File: src/rtl/isa_pkg.sv
package isa_pkg;

    typedef logic [4:0] reg_addr_t;

    typedef struct packed {
        logic [5:0] opcode;
        reg_addr_t  rs;
        reg_addr_t  rt;
        reg_addr_t  rd;
        logic [4:0] shamt;
        logic [5:0] funct;
    } r_fields_t;

    typedef struct packed {
        logic [5:0]  opcode;
        reg_addr_t   rs;
        reg_addr_t   rt;
        logic [15:0] imm;
    } i_fields_t;

    typedef union packed {
        r_fields_t r;
        i_fields_t i;
    } inst_word_u;

    localparam logic [5:0] OP_SPECIAL = 6'h00;
    localparam logic [5:0] OP_J       = 6'h02;
    localparam logic [5:0] OP_BEQ     = 6'h04;
    localparam logic [5:0] OP_BNE     = 6'h05;
    localparam logic [5:0] OP_ADDIU   = 6'h09;
    localparam logic [5:0] OP_ORI     = 6'h0d;
    localparam logic [5:0] OP_LUI     = 6'h0f;
    localparam logic [5:0] OP_LW      = 6'h23;
    localparam logic [5:0] OP_SW      = 6'h2b;

    localparam logic [5:0] FN_SLL  = 6'h00;
    localparam logic [5:0] FN_ADDU = 6'h21;
    localparam logic [5:0] FN_SUBU = 6'h23;
    localparam logic [5:0] FN_AND  = 6'h24;
    localparam logic [5:0] FN_OR   = 6'h25;
    localparam logic [5:0] FN_SLT  = 6'h2a;

    localparam logic [31:0] RESET_VECTOR_DEFAULT = 32'hbfc00000;

endpackage

File: src/rtl/pipe_pkg.sv
package pipe_pkg;

    // ALU function selected in decode
    typedef enum logic [2:0] {
        ALU_ADD = 3'd0,
        ALU_SUB = 3'd1,
        ALU_AND = 3'd2,
        ALU_OR  = 3'd3,
        ALU_SLT = 3'd4,
        ALU_SLL = 3'd5,
        ALU_LUI = 3'd6
    } alu_op_e;

    typedef enum logic [1:0] {
        MEM_NONE  = 2'd0,
        MEM_LOAD  = 2'd1,
        MEM_STORE = 2'd2
    } mem_op_e;

endpackage

File: src/rtl/stage_ifs.sv
interface stage_result_if;
    logic                valid;    // Result targets a nonzero register
    isa_pkg::reg_addr_t  dest;
    logic [31:0]         value;
    logic                is_load;
    logic [31:0]         pc;

    modport src (
        output valid,
        output dest,
        output value,
        output is_load,
        output pc
    );

    modport snoop (
        input valid,
        input dest,
        input value,
        input is_load,
        input pc
    );
endinterface

interface wb_port_if;
    logic               wen;
    isa_pkg::reg_addr_t waddr;
    logic [31:0]        wdata;

    modport src  (output wen, output waddr, output wdata);
    modport sink (input  wen, input  waddr, input  wdata);
endinterface

File: src/rtl/cpu_core.sv
module cpu_core #(
    parameter logic [31:0] RESET_PC = isa_pkg::RESET_VECTOR_DEFAULT
) (
    input  logic               clk,
    input  logic               rst_n,
    input  logic [31:0]        inst_sram_rdata,
    input  logic [31:0]        data_sram_rdata,
    output logic               inst_sram_en,
    output logic [31:0]        inst_sram_addr,
    output logic               data_sram_en,
    output logic [3:0]         data_sram_wen,
    output logic [31:0]        data_sram_addr,
    output logic [31:0]        data_sram_wdata,
    output logic [31:0]        debug_wb_pc,
    output logic [3:0]         debug_wb_rf_wen,
    output isa_pkg::reg_addr_t debug_wb_rf_wnum,
    output logic [31:0]        debug_wb_rf_wdata
);
    logic               stall, uses_rt, br_taken, br_is_j;
    logic [15:0]        br_offset;
    logic [25:0]        br_index;
    logic [31:0]        fe_pc, de_pc, de_vsrc1, de_vsrc2, de_st_value;
    logic [31:0]        rf_rdata1, rf_rdata2, de_data1, de_data2;
    isa_pkg::reg_addr_t raddr1, raddr2, de_dest;
    pipe_pkg::alu_op_e  de_alu_op;
    pipe_pkg::mem_op_e  de_mem_op;

    stage_result_if ex_res ();
    stage_result_if mem_res ();
    wb_port_if      wb_port ();

    fetch_stage #(.RESET_PC(RESET_PC)) i_fetch_stage (
        .clk, .rst_n, .stall, .br_taken, .br_is_j, .br_offset, .br_index,
        .inst_sram_en, .inst_sram_addr, .fe_pc
    );

    decode_stage i_decode_stage (
        .clk, .rst_n, .stall, .fe_pc, .inst_sram_rdata,
        .rdata1 (de_data1),
        .rdata2 (de_data2),
        .raddr1, .raddr2, .uses_rt, .br_taken, .br_is_j, .br_offset, .br_index,
        .de_alu_op, .de_mem_op, .de_dest, .de_vsrc1, .de_vsrc2, .de_st_value, .de_pc
    );

    execute_stage i_execute_stage (
        .clk, .rst_n, .de_alu_op, .de_mem_op, .de_dest, .de_vsrc1, .de_vsrc2,
        .de_st_value, .de_pc,
        .data_sram_en, .data_sram_wen, .data_sram_addr, .data_sram_wdata,
        .ex_res (ex_res.src)
    );

    mem_wb_stage i_mem_wb_stage (
        .clk, .rst_n, .data_sram_rdata,
        .ex_res  (ex_res.snoop),
        .mem_res (mem_res.src),
        .wb      (wb_port.src),
        .debug_wb_pc, .debug_wb_rf_wen, .debug_wb_rf_wnum, .debug_wb_rf_wdata
    );

    regfile_2r1w i_regfile (
        .clk, .rst_n, .raddr1, .raddr2,
        .wb     (wb_port.sink),
        .rdata1 (rf_rdata1),
        .rdata2 (rf_rdata2)
    );

    hazard_ctrl i_hazard_ctrl (
        .raddr1, .raddr2, .uses_rt, .rf_rdata1, .rf_rdata2,
        .ex_res  (ex_res.snoop),
        .mem_res (mem_res.snoop),
        .wb      (wb_port.sink),
        .de_data1, .de_data2, .stall
    );

endmodule

File: src/rtl/decode_stage.sv
module decode_stage (
    input  logic                clk,
    input  logic                rst_n,
    input  logic                stall,
    input  logic [31:0]         fe_pc,
    input  logic [31:0]         inst_sram_rdata,
    input  logic [31:0]         rdata1,
    input  logic [31:0]         rdata2,
    output isa_pkg::reg_addr_t  raddr1,
    output isa_pkg::reg_addr_t  raddr2,
    output logic                uses_rt,
    output logic                br_taken,
    output logic                br_is_j,
    output logic [15:0]         br_offset,
    output logic [25:0]         br_index,
    output pipe_pkg::alu_op_e   de_alu_op,
    output pipe_pkg::mem_op_e   de_mem_op,
    output isa_pkg::reg_addr_t  de_dest,
    output logic [31:0]         de_vsrc1,
    output logic [31:0]         de_vsrc2,
    output logic [31:0]         de_st_value,
    output logic [31:0]         de_pc
);
    isa_pkg::inst_word_u inst;
    isa_pkg::reg_addr_t  dest;
    pipe_pkg::alu_op_e   alu_op;
    pipe_pkg::mem_op_e   mem_op;
    logic [31:0]         vsrc1, vsrc2, imm_sext, imm_zext;
    logic                inst_valid;    // Low for the word fetched during reset
    logic                is_beq, is_bne, is_j;

    assign inst     = inst_sram_rdata;
    assign raddr1   = inst.r.rs;
    assign raddr2   = inst.r.rt;
    assign imm_sext = {{16{inst.i.imm[15]}}, inst.i.imm};
    assign imm_zext = {16'h0, inst.i.imm};

    always_comb begin
        alu_op  = pipe_pkg::ALU_ADD;
        mem_op  = pipe_pkg::MEM_NONE;
        dest    = '0;
        vsrc1   = rdata1;
        vsrc2   = rdata2;
        uses_rt = 1'b0;
        is_beq  = 1'b0;
        is_bne  = 1'b0;
        is_j    = 1'b0;
        if (inst_valid) begin
            case (inst.i.opcode)
                isa_pkg::OP_SPECIAL: begin
                    dest    = inst.r.rd;
                    uses_rt = 1'b1;
                    case (inst.r.funct)
                        isa_pkg::FN_ADDU: alu_op = pipe_pkg::ALU_ADD;
                        isa_pkg::FN_SUBU: alu_op = pipe_pkg::ALU_SUB;
                        isa_pkg::FN_AND:  alu_op = pipe_pkg::ALU_AND;
                        isa_pkg::FN_OR:   alu_op = pipe_pkg::ALU_OR;
                        isa_pkg::FN_SLT:  alu_op = pipe_pkg::ALU_SLT;
                        isa_pkg::FN_SLL: begin
                            alu_op = pipe_pkg::ALU_SLL;
                            vsrc1  = {27'h0, inst.r.shamt};
                        end
                        default: dest = '0;    // Unsupported funct acts as nop
                    endcase
                end
                isa_pkg::OP_ADDIU: begin
                    dest  = inst.i.rt;
                    vsrc2 = imm_sext;
                end
                isa_pkg::OP_LUI: begin
                    alu_op = pipe_pkg::ALU_LUI;
                    dest   = inst.i.rt;
                    vsrc2  = imm_zext;
                end
                isa_pkg::OP_ORI: begin
                    alu_op = pipe_pkg::ALU_OR;
                    dest   = inst.i.rt;
                    vsrc2  = imm_zext;
                end
                isa_pkg::OP_LW: begin
                    mem_op = pipe_pkg::MEM_LOAD;
                    dest   = inst.i.rt;
                    vsrc2  = imm_sext;
                end
                isa_pkg::OP_SW: begin
                    mem_op  = pipe_pkg::MEM_STORE;
                    uses_rt = 1'b1;
                    vsrc2   = imm_sext;
                end
                isa_pkg::OP_BEQ: begin
                    is_beq  = 1'b1;
                    uses_rt = 1'b1;
                end
                isa_pkg::OP_BNE: begin
                    is_bne  = 1'b1;
                    uses_rt = 1'b1;
                end
                isa_pkg::OP_J: is_j = 1'b1;
                default: ;
            endcase
        end
    end

    // Operands arrive already forwarded
    assign br_taken  = is_j | (is_beq & (rdata1 == rdata2)) | (is_bne & (rdata1 != rdata2));
    assign br_is_j   = is_j;
    assign br_offset = inst.i.imm;
    assign br_index  = {inst.i.rs, inst.i.rt, inst.i.imm};

    always_ff @(posedge clk) begin
        if (!rst_n) begin
            inst_valid <= 1'b0;
            de_dest    <= '0;
            de_mem_op  <= pipe_pkg::MEM_NONE;
        end else begin
            inst_valid <= 1'b1;
            de_dest    <= stall ? '0 : dest;    // Bubble
            de_mem_op  <= stall ? pipe_pkg::MEM_NONE : mem_op;
        end
    end

    always_ff @(posedge clk) begin
        de_alu_op   <= alu_op;
        de_vsrc1    <= vsrc1;
        de_vsrc2    <= vsrc2;
        de_st_value <= rdata2;
        de_pc       <= fe_pc;
    end

    // The bubble clears the load from execute
    a_single_stall: assert property (@(posedge clk) disable iff (!rst_n)
        stall |=> !stall);

endmodule

File: src/rtl/execute_stage.sv
module execute_stage (
    input  logic               clk,
    input  logic               rst_n,
    input  pipe_pkg::alu_op_e  de_alu_op,
    input  pipe_pkg::mem_op_e  de_mem_op,
    input  isa_pkg::reg_addr_t de_dest,
    input  logic [31:0]        de_vsrc1,
    input  logic [31:0]        de_vsrc2,
    input  logic [31:0]        de_st_value,
    input  logic [31:0]        de_pc,
    output logic               data_sram_en,
    output logic [3:0]         data_sram_wen,
    output logic [31:0]        data_sram_addr,
    output logic [31:0]        data_sram_wdata,
    stage_result_if.src        ex_res
);
    logic [31:0] alu_result;

    always_comb begin
        case (de_alu_op)
            pipe_pkg::ALU_SUB: alu_result = de_vsrc1 - de_vsrc2;
            pipe_pkg::ALU_AND: alu_result = de_vsrc1 & de_vsrc2;
            pipe_pkg::ALU_OR:  alu_result = de_vsrc1 | de_vsrc2;
            pipe_pkg::ALU_SLT: alu_result = {31'h0, $signed(de_vsrc1) < $signed(de_vsrc2)};
            pipe_pkg::ALU_SLL: alu_result = de_vsrc2 << de_vsrc1[4:0];
            pipe_pkg::ALU_LUI: alu_result = {de_vsrc2[15:0], 16'h0};
            default:           alu_result = de_vsrc1 + de_vsrc2;
        endcase
    end

    // Word accesses only
    assign data_sram_en    = (de_mem_op != pipe_pkg::MEM_NONE);
    assign data_sram_wen   = (de_mem_op == pipe_pkg::MEM_STORE) ? 4'hf : 4'h0;
    assign data_sram_addr  = alu_result;
    assign data_sram_wdata = de_st_value;

    assign ex_res.valid   = (de_dest != '0);
    assign ex_res.dest    = de_dest;
    assign ex_res.value   = alu_result;
    assign ex_res.is_load = (de_mem_op == pipe_pkg::MEM_LOAD);
    assign ex_res.pc      = de_pc;

    a_word_access: assert property (@(posedge clk) disable iff (!rst_n)
        data_sram_en |-> (data_sram_addr[1:0] == 2'b00));

endmodule

File: src/rtl/fetch_stage.sv
module fetch_stage #(
    parameter logic [31:0] RESET_PC = 32'h0
) (
    input  logic        clk,
    input  logic        rst_n,
    input  logic        stall,
    input  logic        br_taken,
    input  logic        br_is_j,
    input  logic [15:0] br_offset,
    input  logic [25:0] br_index,
    output logic        inst_sram_en,
    output logic [31:0] inst_sram_addr,
    output logic [31:0] fe_pc
);
    logic [31:0] seq_pc, br_target, j_target, nextpc, pend_target;
    logic        pend_valid;    // Redirect waits until the delay slot is fetched

    assign seq_pc    = fe_pc + 32'd4;
    assign br_target = seq_pc + {{14{br_offset[15]}}, br_offset, 2'b00};
    assign j_target  = {seq_pc[31:28], br_index, 2'b00};
    assign nextpc    = pend_valid ? pend_target : seq_pc;

    assign inst_sram_en   = 1'b1;
    assign inst_sram_addr = stall ? fe_pc : nextpc;    // Refetch the held word

    always_ff @(posedge clk) begin
        if (!rst_n) begin
            fe_pc      <= RESET_PC - 32'd4;
            pend_valid <= 1'b0;
        end else if (!stall) begin
            fe_pc      <= nextpc;
            pend_valid <= br_taken;
        end
    end

    always_ff @(posedge clk) begin
        if (!stall) begin
            pend_target <= br_is_j ? j_target : br_target;
        end
    end

    a_fetch_aligned: assert property (@(posedge clk) disable iff (!rst_n)
        inst_sram_addr[1:0] == 2'b00);

endmodule

File: src/rtl/hazard_ctrl.sv
module hazard_ctrl (
    input  isa_pkg::reg_addr_t raddr1,
    input  isa_pkg::reg_addr_t raddr2,
    input  logic               uses_rt,
    input  logic [31:0]        rf_rdata1,
    input  logic [31:0]        rf_rdata2,
    stage_result_if.snoop      ex_res,
    stage_result_if.snoop      mem_res,
    wb_port_if.sink            wb,
    output logic [31:0]        de_data1,
    output logic [31:0]        de_data2,
    output logic               stall
);
    logic ex_hit1, ex_hit2, mem_hit1, mem_hit2, wb_hit1, wb_hit2;

    // Producers never carry dest zero when valid
    assign ex_hit1  = ex_res.valid && ex_res.dest == raddr1;
    assign ex_hit2  = ex_res.valid && ex_res.dest == raddr2;
    assign mem_hit1 = mem_res.valid && mem_res.dest == raddr1;
    assign mem_hit2 = mem_res.valid && mem_res.dest == raddr2;
    assign wb_hit1  = wb.wen && wb.waddr == raddr1;
    assign wb_hit2  = wb.wen && wb.waddr == raddr2;

    always_comb begin
        if (ex_hit1)       de_data1 = ex_res.value;
        else if (mem_hit1) de_data1 = mem_res.value;
        else if (wb_hit1)  de_data1 = wb.wdata;
        else               de_data1 = rf_rdata1;
    end

    always_comb begin
        if (ex_hit2)       de_data2 = ex_res.value;
        else if (mem_hit2) de_data2 = mem_res.value;
        else if (wb_hit2)  de_data2 = wb.wdata;
        else               de_data2 = rf_rdata2;
    end

    // Load data is not back until the memory stage
    assign stall = ex_res.is_load && (ex_hit1 || (uses_rt && ex_hit2));

endmodule

File: src/rtl/mem_wb_stage.sv
module mem_wb_stage (
    input  logic                clk,
    input  logic                rst_n,
    input  logic [31:0]         data_sram_rdata,
    stage_result_if.snoop       ex_res,
    stage_result_if.src         mem_res,
    wb_port_if.src              wb,
    output logic [31:0]         debug_wb_pc,
    output logic [3:0]          debug_wb_rf_wen,
    output isa_pkg::reg_addr_t  debug_wb_rf_wnum,
    output logic [31:0]         debug_wb_rf_wdata
);
    logic               m_valid, m_is_load, w_valid;
    isa_pkg::reg_addr_t m_dest, w_dest;
    logic [31:0]        m_value, m_pc, w_value, w_pc;

    always_ff @(posedge clk) begin
        if (!rst_n) begin
            m_valid <= 1'b0;
            w_valid <= 1'b0;
        end else begin
            m_valid <= ex_res.valid;
            w_valid <= mem_res.valid;
        end
    end

    always_ff @(posedge clk) begin
        m_dest    <= ex_res.dest;
        m_value   <= ex_res.value;
        m_is_load <= ex_res.is_load;
        m_pc      <= ex_res.pc;
        w_dest    <= mem_res.dest;
        w_value   <= mem_res.value;
        w_pc      <= mem_res.pc;
    end

    assign mem_res.valid   = m_valid;
    assign mem_res.dest    = m_dest;
    assign mem_res.value   = m_is_load ? data_sram_rdata : m_value;    // Load data lands here
    assign mem_res.is_load = m_is_load;
    assign mem_res.pc      = m_pc;

    assign wb.wen   = w_valid;
    assign wb.waddr = w_dest;
    assign wb.wdata = w_value;

    assign debug_wb_pc       = w_pc;
    assign debug_wb_rf_wen   = {4{w_valid}};    // valid already excludes r0
    assign debug_wb_rf_wnum  = w_dest;
    assign debug_wb_rf_wdata = w_value;

endmodule

File: src/rtl/regfile_2r1w.sv
module regfile_2r1w (
    input  logic               clk,
    input  logic               rst_n,
    input  isa_pkg::reg_addr_t raddr1,
    input  isa_pkg::reg_addr_t raddr2,
    wb_port_if.sink            wb,
    output logic [31:0]        rdata1,
    output logic [31:0]        rdata2
);
    logic [31:0] regs [32];

    always_ff @(posedge clk) begin
        if (wb.wen && wb.waddr != '0) begin
            regs[wb.waddr] <= wb.wdata;
        end
    end

    // Old value on a same-cycle write
    assign rdata1 = (raddr1 == '0) ? 32'h0 : regs[raddr1];
    assign rdata2 = (raddr2 == '0) ? 32'h0 : regs[raddr2];

    a_no_r0_write: assert property (@(posedge clk) disable iff (!rst_n)
        wb.wen |-> (wb.waddr != '0));

endmodule

File: config.mk
export PLATFORM = sky130hd
export DESIGN_NAME = cpu_core
export DESIGN_NICKNAME = d
export VERILOG_FILES = /design/src/rtl/isa_pkg.sv /design/src/rtl/pipe_pkg.sv /design/src/rtl/stage_ifs.sv /design/src/rtl/cpu_core.sv /design/src/rtl/decode_stage.sv /design/src/rtl/execute_stage.sv /design/src/rtl/fetch_stage.sv /design/src/rtl/hazard_ctrl.sv /design/src/rtl/mem_wb_stage.sv /design/src/rtl/regfile_2r1w.sv
export SDC_FILE = /design/constraint.sdc
export NUM_CORES = 2
export LEC_CHECK = 0
export BUFFER_PORTS_ARGS = -buffer_cell sky130_fd_sc_hd__buf_2
export CORE_MARGIN = 4
export CORE_UTILIZATION = 40
export CTS_CLUSTER_SIZE = 14
export DETAILED_ROUTE_END_ITERATION = 16
export GPL_TIMING_DRIVEN = 0
export PLACE_DENSITY = 0.7
export SLEW_MARGIN = 25
export SYNTH_ARGS = -nofsm -noshare
export SYNTH_HDL_FRONTEND = slang
export SYNTH_HIERARCHICAL = 1
export SYNTH_SLANG_ARGS = --single-unit
File: constraint.sdc
create_clock -name clk -period 4.63 [get_ports clk]
set_input_delay 0.2315 -clock clk [delete_from_list [all_inputs] [get_ports clk]]
set_output_delay 0.2315 -clock clk [all_outputs]
set_load 0.02 [all_outputs]
=== Word-level counts from Yosys, hierarchy flattened ===
Memories as Yosys holds them, arrays and structs flattened.
Cells that the tools add are included.

* $add $sub $neg: 4
* Order comparisons: 1
* Eq/ne operators: 29
* Shift-type cells: 1
* Multiplexer cells: 35
* Bitwise operators: 8
* Reduce and logical (&&, ||, !) cells: 23

{| class="wikitable"
|+ Operators by type and width
! operator !! count
|-
| 32-bit two-way mux || 16
|-
| 32-bit case mux with 6 select lines || 1
|-
| 32-bit adder || 2
|-
| 32-bit case mux with 2 select lines || 1
|-
| 6-bit == test, second input constant || 7
|-
| 32-bit by 3-bit adder with 32-bit output, second input constant || 1
|-
| 32-bit AND || 1
|-
| 32-bit == test || 1
|-
| 32-bit < comparator || 1
|-
| 32-bit != test || 1
|-
| 32-bit bitwise OR || 1
|-
| 32-bit by 5-bit left shift with 32-bit output || 1
|-
| 32-bit subtractor || 1
|-
| 5-bit == test || 6
|-
| 6-bit by 4-bit == test with 1-bit output, second input constant || 3
|-
| 3-bit case mux with 5 select lines || 1
|-
| 6-bit by 3-bit == test with 1-bit output, second input constant || 2
|-
| 6-bit logical NOT || 2
|-
| 1-bit two-way mux || 11
|-
| 5-bit logical NOT || 2
|-
| 5-bit case mux with 2 select lines || 1
|-
| 5-bit nonzero test || 2
|-
| 3-bit == test, second input constant || 3
|-
| 1-bit logical AND || 9
|-
| other kinds (18) || 24
|}

* Bits in registers: 345
* RAM bits: 1024
* Bits of input ports: 66
* Logic and storage cells: 123
* Memories kept: 1

{| class="wikitable"
|+ Memory list
! memory !! depth !! bits a word !! read ports !! clocked after memory_dff !! write ports !! RTL line !! text
|-
| i_regfile.regs || 32 || 32 || 2 || 0 || 1 || regfile_2r1w.sv:10 || <nowiki>logic [31:0] regs [32];</nowiki>
|}

=== Depth between registers and ports, before layout ===
* Depth after elaboration: 9
* Depth in mapped cells: 26
* Gate-level depth less buffers: 23

=== Cells and area by module ===
Netlist, hierarchy kept.

{| class="wikitable"
|+ Modules (own cells, without submodules)
! module !! instances !! cells an instance !! area an instance (um2)
|-
| regfile_2r1w || 1 || 2564 || 47904.7
|-
| execute_stage || 1 || 1134 || 7667.4
|-
| fetch_stage || 1 || 660 || 5424.0
|-
| decode_stage || 1 || 363 || 4550.6
|-
| mem_wb_stage || 1 || 220 || 3687.3
|-
| hazard_ctrl || 1 || 386 || 2487.4
|}

=== Worst setup path before layout ===
OpenSTA, ideal clock, no wires.

* Path type: register to register
* Start: register i_decode_stage.de_vsrc1[1]
* End: register i_fetch_stage.pend_valid
* Arrival: 5246 ps
* Slack: -732 ps
* Stages on the path, launching flop included: 26
* Buffers on the path: 4
* Clock period less this slack: 5362 ps
* Cells stage by stage: dfxtp_1 -> clkbuf_1 -> clkinv_1 -> clkbuf_1 -> buf_6 -> fa_1 -> nor2b_1 -> o211ai_1 -> a31oi_1 -> o21a_1 -> a31oi_1 -> o31ai_1 -> a311o_1 -> a31oi_1 -> o21ai_0 -> buf_4 -> nand2_1 -> o21ai_1 -> xnor2_1 -> nand4_1 -> nor4_1 -> a21oi_1 -> a41oi_1 -> nand2b_1 -> mux2i_1 -> nor2b_1

* Longest elaborated chain between the ends: 7

{| class="wikitable"
|+ Ends and longest elaborated chain
! element !! RTL line !! text
|-
| start, declared || decode_stage.sv:19 || <nowiki>output logic [31:0] de_vsrc1,</nowiki>
|-
| start signal, assigned || decode_stage.sv:124 || <nowiki>de_vsrc1 <= vsrc1;</nowiki>
|-
| 32-bit adder (tied with other cells) || execute_stage.sv:27 || <nowiki>default: alu_result = de_vsrc1 + de_vsrc2;</nowiki>
|-
| 32-bit case mux with 6 select lines * || execute_stage.sv:20 || <nowiki>case (de_alu_op)</nowiki>
|-
| via data_sram_addr[30] || cpu_core.sv:12 || <nowiki>output logic [31:0] data_sram_addr,</nowiki>
|-
| 32-bit two-way mux * || hazard_ctrl.sv:32 || <nowiki>if (ex_hit2) de_data2 = ex_res.value;</nowiki>
|-
| via de_data2[30] || cpu_core.sv:23 || <nowiki>logic [31:0] rf_rdata1, rf_rdata2, de_data1, de_data2;</nowiki>
|-
| 32-bit == test || decode_stage.sv:105 || <nowiki>assign br_taken = is_j | (is_beq & (rdata1 == rdata2)) | (is_bne & (rdata1 != rdata2));</nowiki>
|-
| 1-bit AND || decode_stage.sv:105 ||
|-
| 1-bit bitwise OR || decode_stage.sv:105 ||
|-
| 1-bit bitwise OR * || decode_stage.sv:105 ||
|-
| via br_taken || cpu_core.sv:19 || <nowiki>logic stall, uses_rt, br_taken, br_is_j;</nowiki>
|-
| end signal, assigned || fetch_stage.sv:32 || <nowiki>pend_valid <= br_taken;</nowiki>
|-
| end, declared || fetch_stage.sv:16 || <nowiki>logic pend_valid;</nowiki>
|}

Mark *: on every way through the listed nets, which the timed path passes. The rest lies on a longest branch.
A chain may end at the register's enable or synchronous reset.

=== Worst setup path in the final report ===
* Start: input port inst_sram_rdata[16]
* End: register i_fetch_stage.pend_valid

* Longest elaborated chain between the ends: 9

{| class="wikitable"
|+ Ends and longest elaborated chain
! element !! RTL line !! text
|-
| start, declared || cpu_core.sv:6 || <nowiki>input logic [31:0] inst_sram_rdata,</nowiki>
|-
| memory read 32 x 32 bit or 5-bit logical NOT (tied branches) || - ||
|-
| 32-bit two-way mux * || regfile_2r1w.sv:20 || <nowiki>assign rdata2 = (raddr2 == '0) ? 32'h0 : regs[raddr2];</nowiki>
|-
| via rf_rdata2[10] || cpu_core.sv:23 ||
|-
| 32-bit two-way mux * || hazard_ctrl.sv:34 || <nowiki>else if (wb_hit2) de_data2 = wb.wdata;</nowiki>
|-
| 32-bit two-way mux * || hazard_ctrl.sv:33 || <nowiki>else if (mem_hit2) de_data2 = mem_res.value;</nowiki>
|-
| 32-bit two-way mux * || hazard_ctrl.sv:32 ||
|-
| via de_data2[10] || cpu_core.sv:23 ||
|-
| 32-bit == test || decode_stage.sv:105 ||
|-
| 1-bit AND || decode_stage.sv:105 ||
|-
| 1-bit bitwise OR || decode_stage.sv:105 ||
|-
| 1-bit bitwise OR * || decode_stage.sv:105 ||
|-
| via br_taken || cpu_core.sv:19 ||
|}

Marked as above.

==> summary.md <==
| Metric | Value |
|---|---|
| Kind of critical path | in2reg |
| Die Y | between 400 and 500 um |
| Crit path capture type | flop |
| Area contributors post-synth | edfxtp_1 (44%), mux4_2 (10%), dfxtp_1 (8.7%) |
| Initial Utilization | approximately two fifths |
| Pint | about 0.025 W |
| Post-synth EDFFs | around 1100 |
| Die Footprint | 186000 sq um |
| Post-synthesis sequential area ratio | a little over half |
| Distinct cell type count of the synthesized netlist | 118 |
| Synth Area per Inst | 13.5 sq um |
| Yosys top cell area share | approximately 44% |
| Post-detailed-route count of antenna-violating nets | 0 |
| Psw | 0.0125 W |
| Slew Limit Fails | 0 |
| Final nets | 6142 |
| CP peak stage delay | ~1.1 ns |
| GR Overflow Total | 0 |
| DP Area | 78000 sq um |
| Vias per inst | 6.59 |
| Data arrival time of the critical path | about 6.4 ns |
| Buffers on Ports | roughly 230 |
| Site Rows | 155 |
| FILL cells | around 15000 |
| All-layer global routing usage | 30.7% |
| Fin worst setup slack | -1.06 ns |
| Most frequent CP cell | buf_2 |
| Post-synth top area cell | edfxtp_1 |
| Layout cells sized above 1 | 29.4% |
| Seq pwr share | a little over two fifths |
| First-pass GRT wire length | between 400000 and 500000 um |
| DRC violation total after the first TritonRoute iteration | slightly above 9000 |
| Ys async rst share | 0% |
| Yosys reg bits | 1369 |
| I/O pin total | 241 |
| Largest net degree at the start of global routing | 34 |
| Clock sinks | about 1400 |
| CP Data Required Time | between 5 and 6 ns |
| Clk pwr share | a little under a third |
| Clock Latency Late Sink | around 0.82 ns |
| DP Worst Slack | -2.30 ns |
| Clock Tree Root | clkbuf_16 |
| Cell area after synthesis | 71700 sq um |
| Switching part of the total | 33.1% |
| Final Hold Fails | 0 |
| Setup violators final | 3 |
| Cell Chain, Critical Path | buf_2, buf_4, buf_2, buf_2, and2_0, clkbuf_1, a22oi_1, a311oi_1, a221oi_1, o21ai_1, xnor2_1, nand4_1, nor4_4, buf_4, a21oi_1, a41oi_1, nand2b_1, mux2i_1, nor2b_1 |
| Num CTS Buffers | about 150 |
| Outcome | finished with violations |
| Initial antenna violation count | 20 |
| CTS H-tree lvls | 4 |
| Failing checks | negative setup slack |
| HPWL Detailed | 211000 um |
| Final non-filler cell area | 85100 sq um |
| Area of the multi-input gates | slightly above 30000 sq um |
| Post-synthesis instance total | ~5300 |
| MaxCap Viol Count | 0 |
| Critical Path Fanout Max | 10 |
| Vias in the first global route | between 50000 and 60000 |
| Post-route clock period utilization | 123% |
| Worst slew margin | under 10% |
| VDD IR max | 0.423 mV |
| CTS tree | yes |
| Final core utilization | a little under half |
| Worst Hold Class | in2reg |
| Leakage | about 31 nW |
| WL per Instance | between 30 and 40 um |
| Pre-antenna DRT Iters | 7 |
| CTS clk-pin slew, worst paths | around 0.06 ns |
| Worst-margin pin slew | about 1.4 ns |
| Combinational power share | 27.1% |
| GPL Wtd Cong | roughly 1.0 |
| Critical path's slowest cell | a311oi_1 |
| Synth Flop Type | edfxtp_1 |
| Crit path launch type | input pin |
| Skew final | around 0.047 ns |
| Drt total wl | slightly below 300000 um |
| Setup TNS | -1.78 ns |
| Area Growth Syn to Fin | 18.6% |
| Bufs on Longest Clock Path | 3 |
| DIE WIDTH | around 430 um |
| Synth warn | 6 |
| Pwr dens | approximately 440 nW/um^2 |
| Setup crit start | inst_sram_rdata[16] |
| Min cycle time layout | 5.69 ns |
| Hold Path Origin | data_sram_rdata[27] |
| Core area | 178000 sq um |
| Worst r2r src | i_decode_stage/de_alu_op[2] |
| RSZ-0062 raised after global routing | yes |
| Routed vias | around 56000 |
| DRC viols | 0 |
| Max Clk Rate | around 180 MHz |
| Register area | 38000 sq um |
what timing repair did:
action | CTS | global route
endpoints found under the hold margin | 96 | 0
setup endpoints to repair | 94 | 14
hold buffers | 75 | 0
pin swaps | 48 | 31
buffers inserted | 58 | 14
gates resized for setup | 196 | 42
layout by cell type (no fill, tap or decap), types with 43 or more instances in the layout:
cell type         n
buf_4           315
nor2b_1          52
edfxtp_1       1056
inv_1           117
a221oi_2         48
nand4_1          56
a22oi_1          84
buf_6            55
dfxtp_1         289
clkbuf_1        159
o221ai_1         72
clkbuf_16       154
dlygate4sd3_1    75
o21ai_1          60
nand3_1          43
xnor2_1          63
o21ai_0         248
mux4_2          327
nor2_1          157
ha_1            122
nand2_1         324
buf_2           300
a211oi_1         75
mux2_4           45
a21oi_1         157
and2_1           72
mux2_2           80
a221oi_1         86
mux2i_1         375
per-layer routing:
metal  track usage (%)  routed length (um)  vias to the layer above
met4              22.5               26800                       20
met2              46.6              130000                     4726
met5             0.729                 210                        -
li1                  -                   -                    22000
met3              12.3               40900                     1339
met1              34.9               97500                    27400
cell usage after synthesis (56+ instances only):
library cell and count:
a21oi_1 166, inv_1 119, clkbuf_1 185, edfxtp_1 1056, o21ai_0 259, mux4_2 327
ha_1 133, xnor2_1 74, nor2_1 197, mux2i_1 376, a221oi_1 90, nand4_1 56
o21ai_1 73, buf_2 75, nand2_1 326, a22oi_1 84, a211oi_1 85, and2_1 72
buf_4 258, mux2_2 80, dfxtp_1 313, o221ai_1 80
path summary, 6_finish.rpt:
kind,cells after the start,end,slack [ns]
setup / recovery,19,i_fetch_stage/pend_valid,-1.06
hold / removal,3,i_mem_wb_stage/debug_wb_rf_wdata[27],0.23
setup reg to reg,21,i_fetch_stage/pend_valid,-0.70
hold reg to reg,0,i_mem_wb_stage/debug_wb_pc[2],0.33
worst max-delay path, delay by kind of cell:
family | cells | cell delay [ns]
buf+inv | 6 | 2.23
xor+xnor | 1 | 0.22
simple gates | 5 | 1.07
mux | 1 | 0.14
compound gates | 6 | 2.47
through the flow:
| stage | power, W | hold slack [ns] | cells |
|---|---|---|---|
| detailed placement | 0.0251 | 0.312 | 8011 |
| global placement | 0.0250 | 0.309 | 7946 |
| finish | 0.0376 | 0.232 | 8430 |
| floorplan | 0.0214 | 0.259 | 5358 |
| global route | 0.0386 | 0.210 | 8414 |
| CTS | 0.0372 | 0.181 | 8403 |
area by class of cell:
cell class                      instances  share of cell area [%]
Inverter                              128                   0.618
Buffer                                567                    4.49
Sequential cell                      1369                    44.7
Antenna cell                           17                  0.0500
Clock inverter                         85                   0.982
Timing Repair Buffer                  442                    4.72
Tap cell                             2355                    3.46
Clock buffer                          180                    4.60
Multi-Input combinational cell       3287                    36.4
sequential cells by signal (all words and copies together), names as in the netlist:
register,count
i_mem_wb_stage/mem_res.pc,32
i_mem_wb_stage/debug_wb_rf_wdata,32
i_decode_stage/de_dest,5
i_mem_wb_stage/mem_res.is_load,1
i_mem_wb_stage/mem_res.dest,5
i_decode_stage/de_vsrc2,32
i_decode_stage/de_pc,32
i_decode_stage/de_vsrc1,32
i_mem_wb_stage/debug_wb_rf_wnum,5
i_fetch_stage/fe_pc,32
i_mem_wb_stage/mem_res.valid,1
i_mem_wb_stage/debug_wb_pc,32
i_fetch_stage/pend_valid,1
i_mem_wb_stage/m_value,32
i_decode_stage/de_st_value,32
i_regfile/regs,1024
i_decode_stage/de_mem_op,2
i_decode_stage/de_alu_op,3
i_mem_wb_stage/wb.wen,1
i_decode_stage/inst_valid,1
i_fetch_stage/pend_target,32
cells by family after synthesis:
family / count (synthesis) / synth area share [%]
compound gates: 1200 / 12.0
mux: 867 / 19.1
simple gates: 940 / 6.50
flops: 1369 / 52.9
other cells: 2 / 0.0105
fa+ha+maj: 136 / 2.40
buf+inv: 702 / 5.71
xor+xnor: 111 / 1.36
power by group through the flow:
stage	clock network [W]	registers (W)	logic (W)
floorplan	0	0.0159	0.00555
global placement	0	0.0160	0.00901
detailed placement	0	0.0160	0.00913
CTS	0.0117	0.0157	0.00969
global route	0.0123	0.0158	0.0105
finish	0.0117	0.0158	0.0102
No activity file was read; power rests on OpenSTA's default activity.
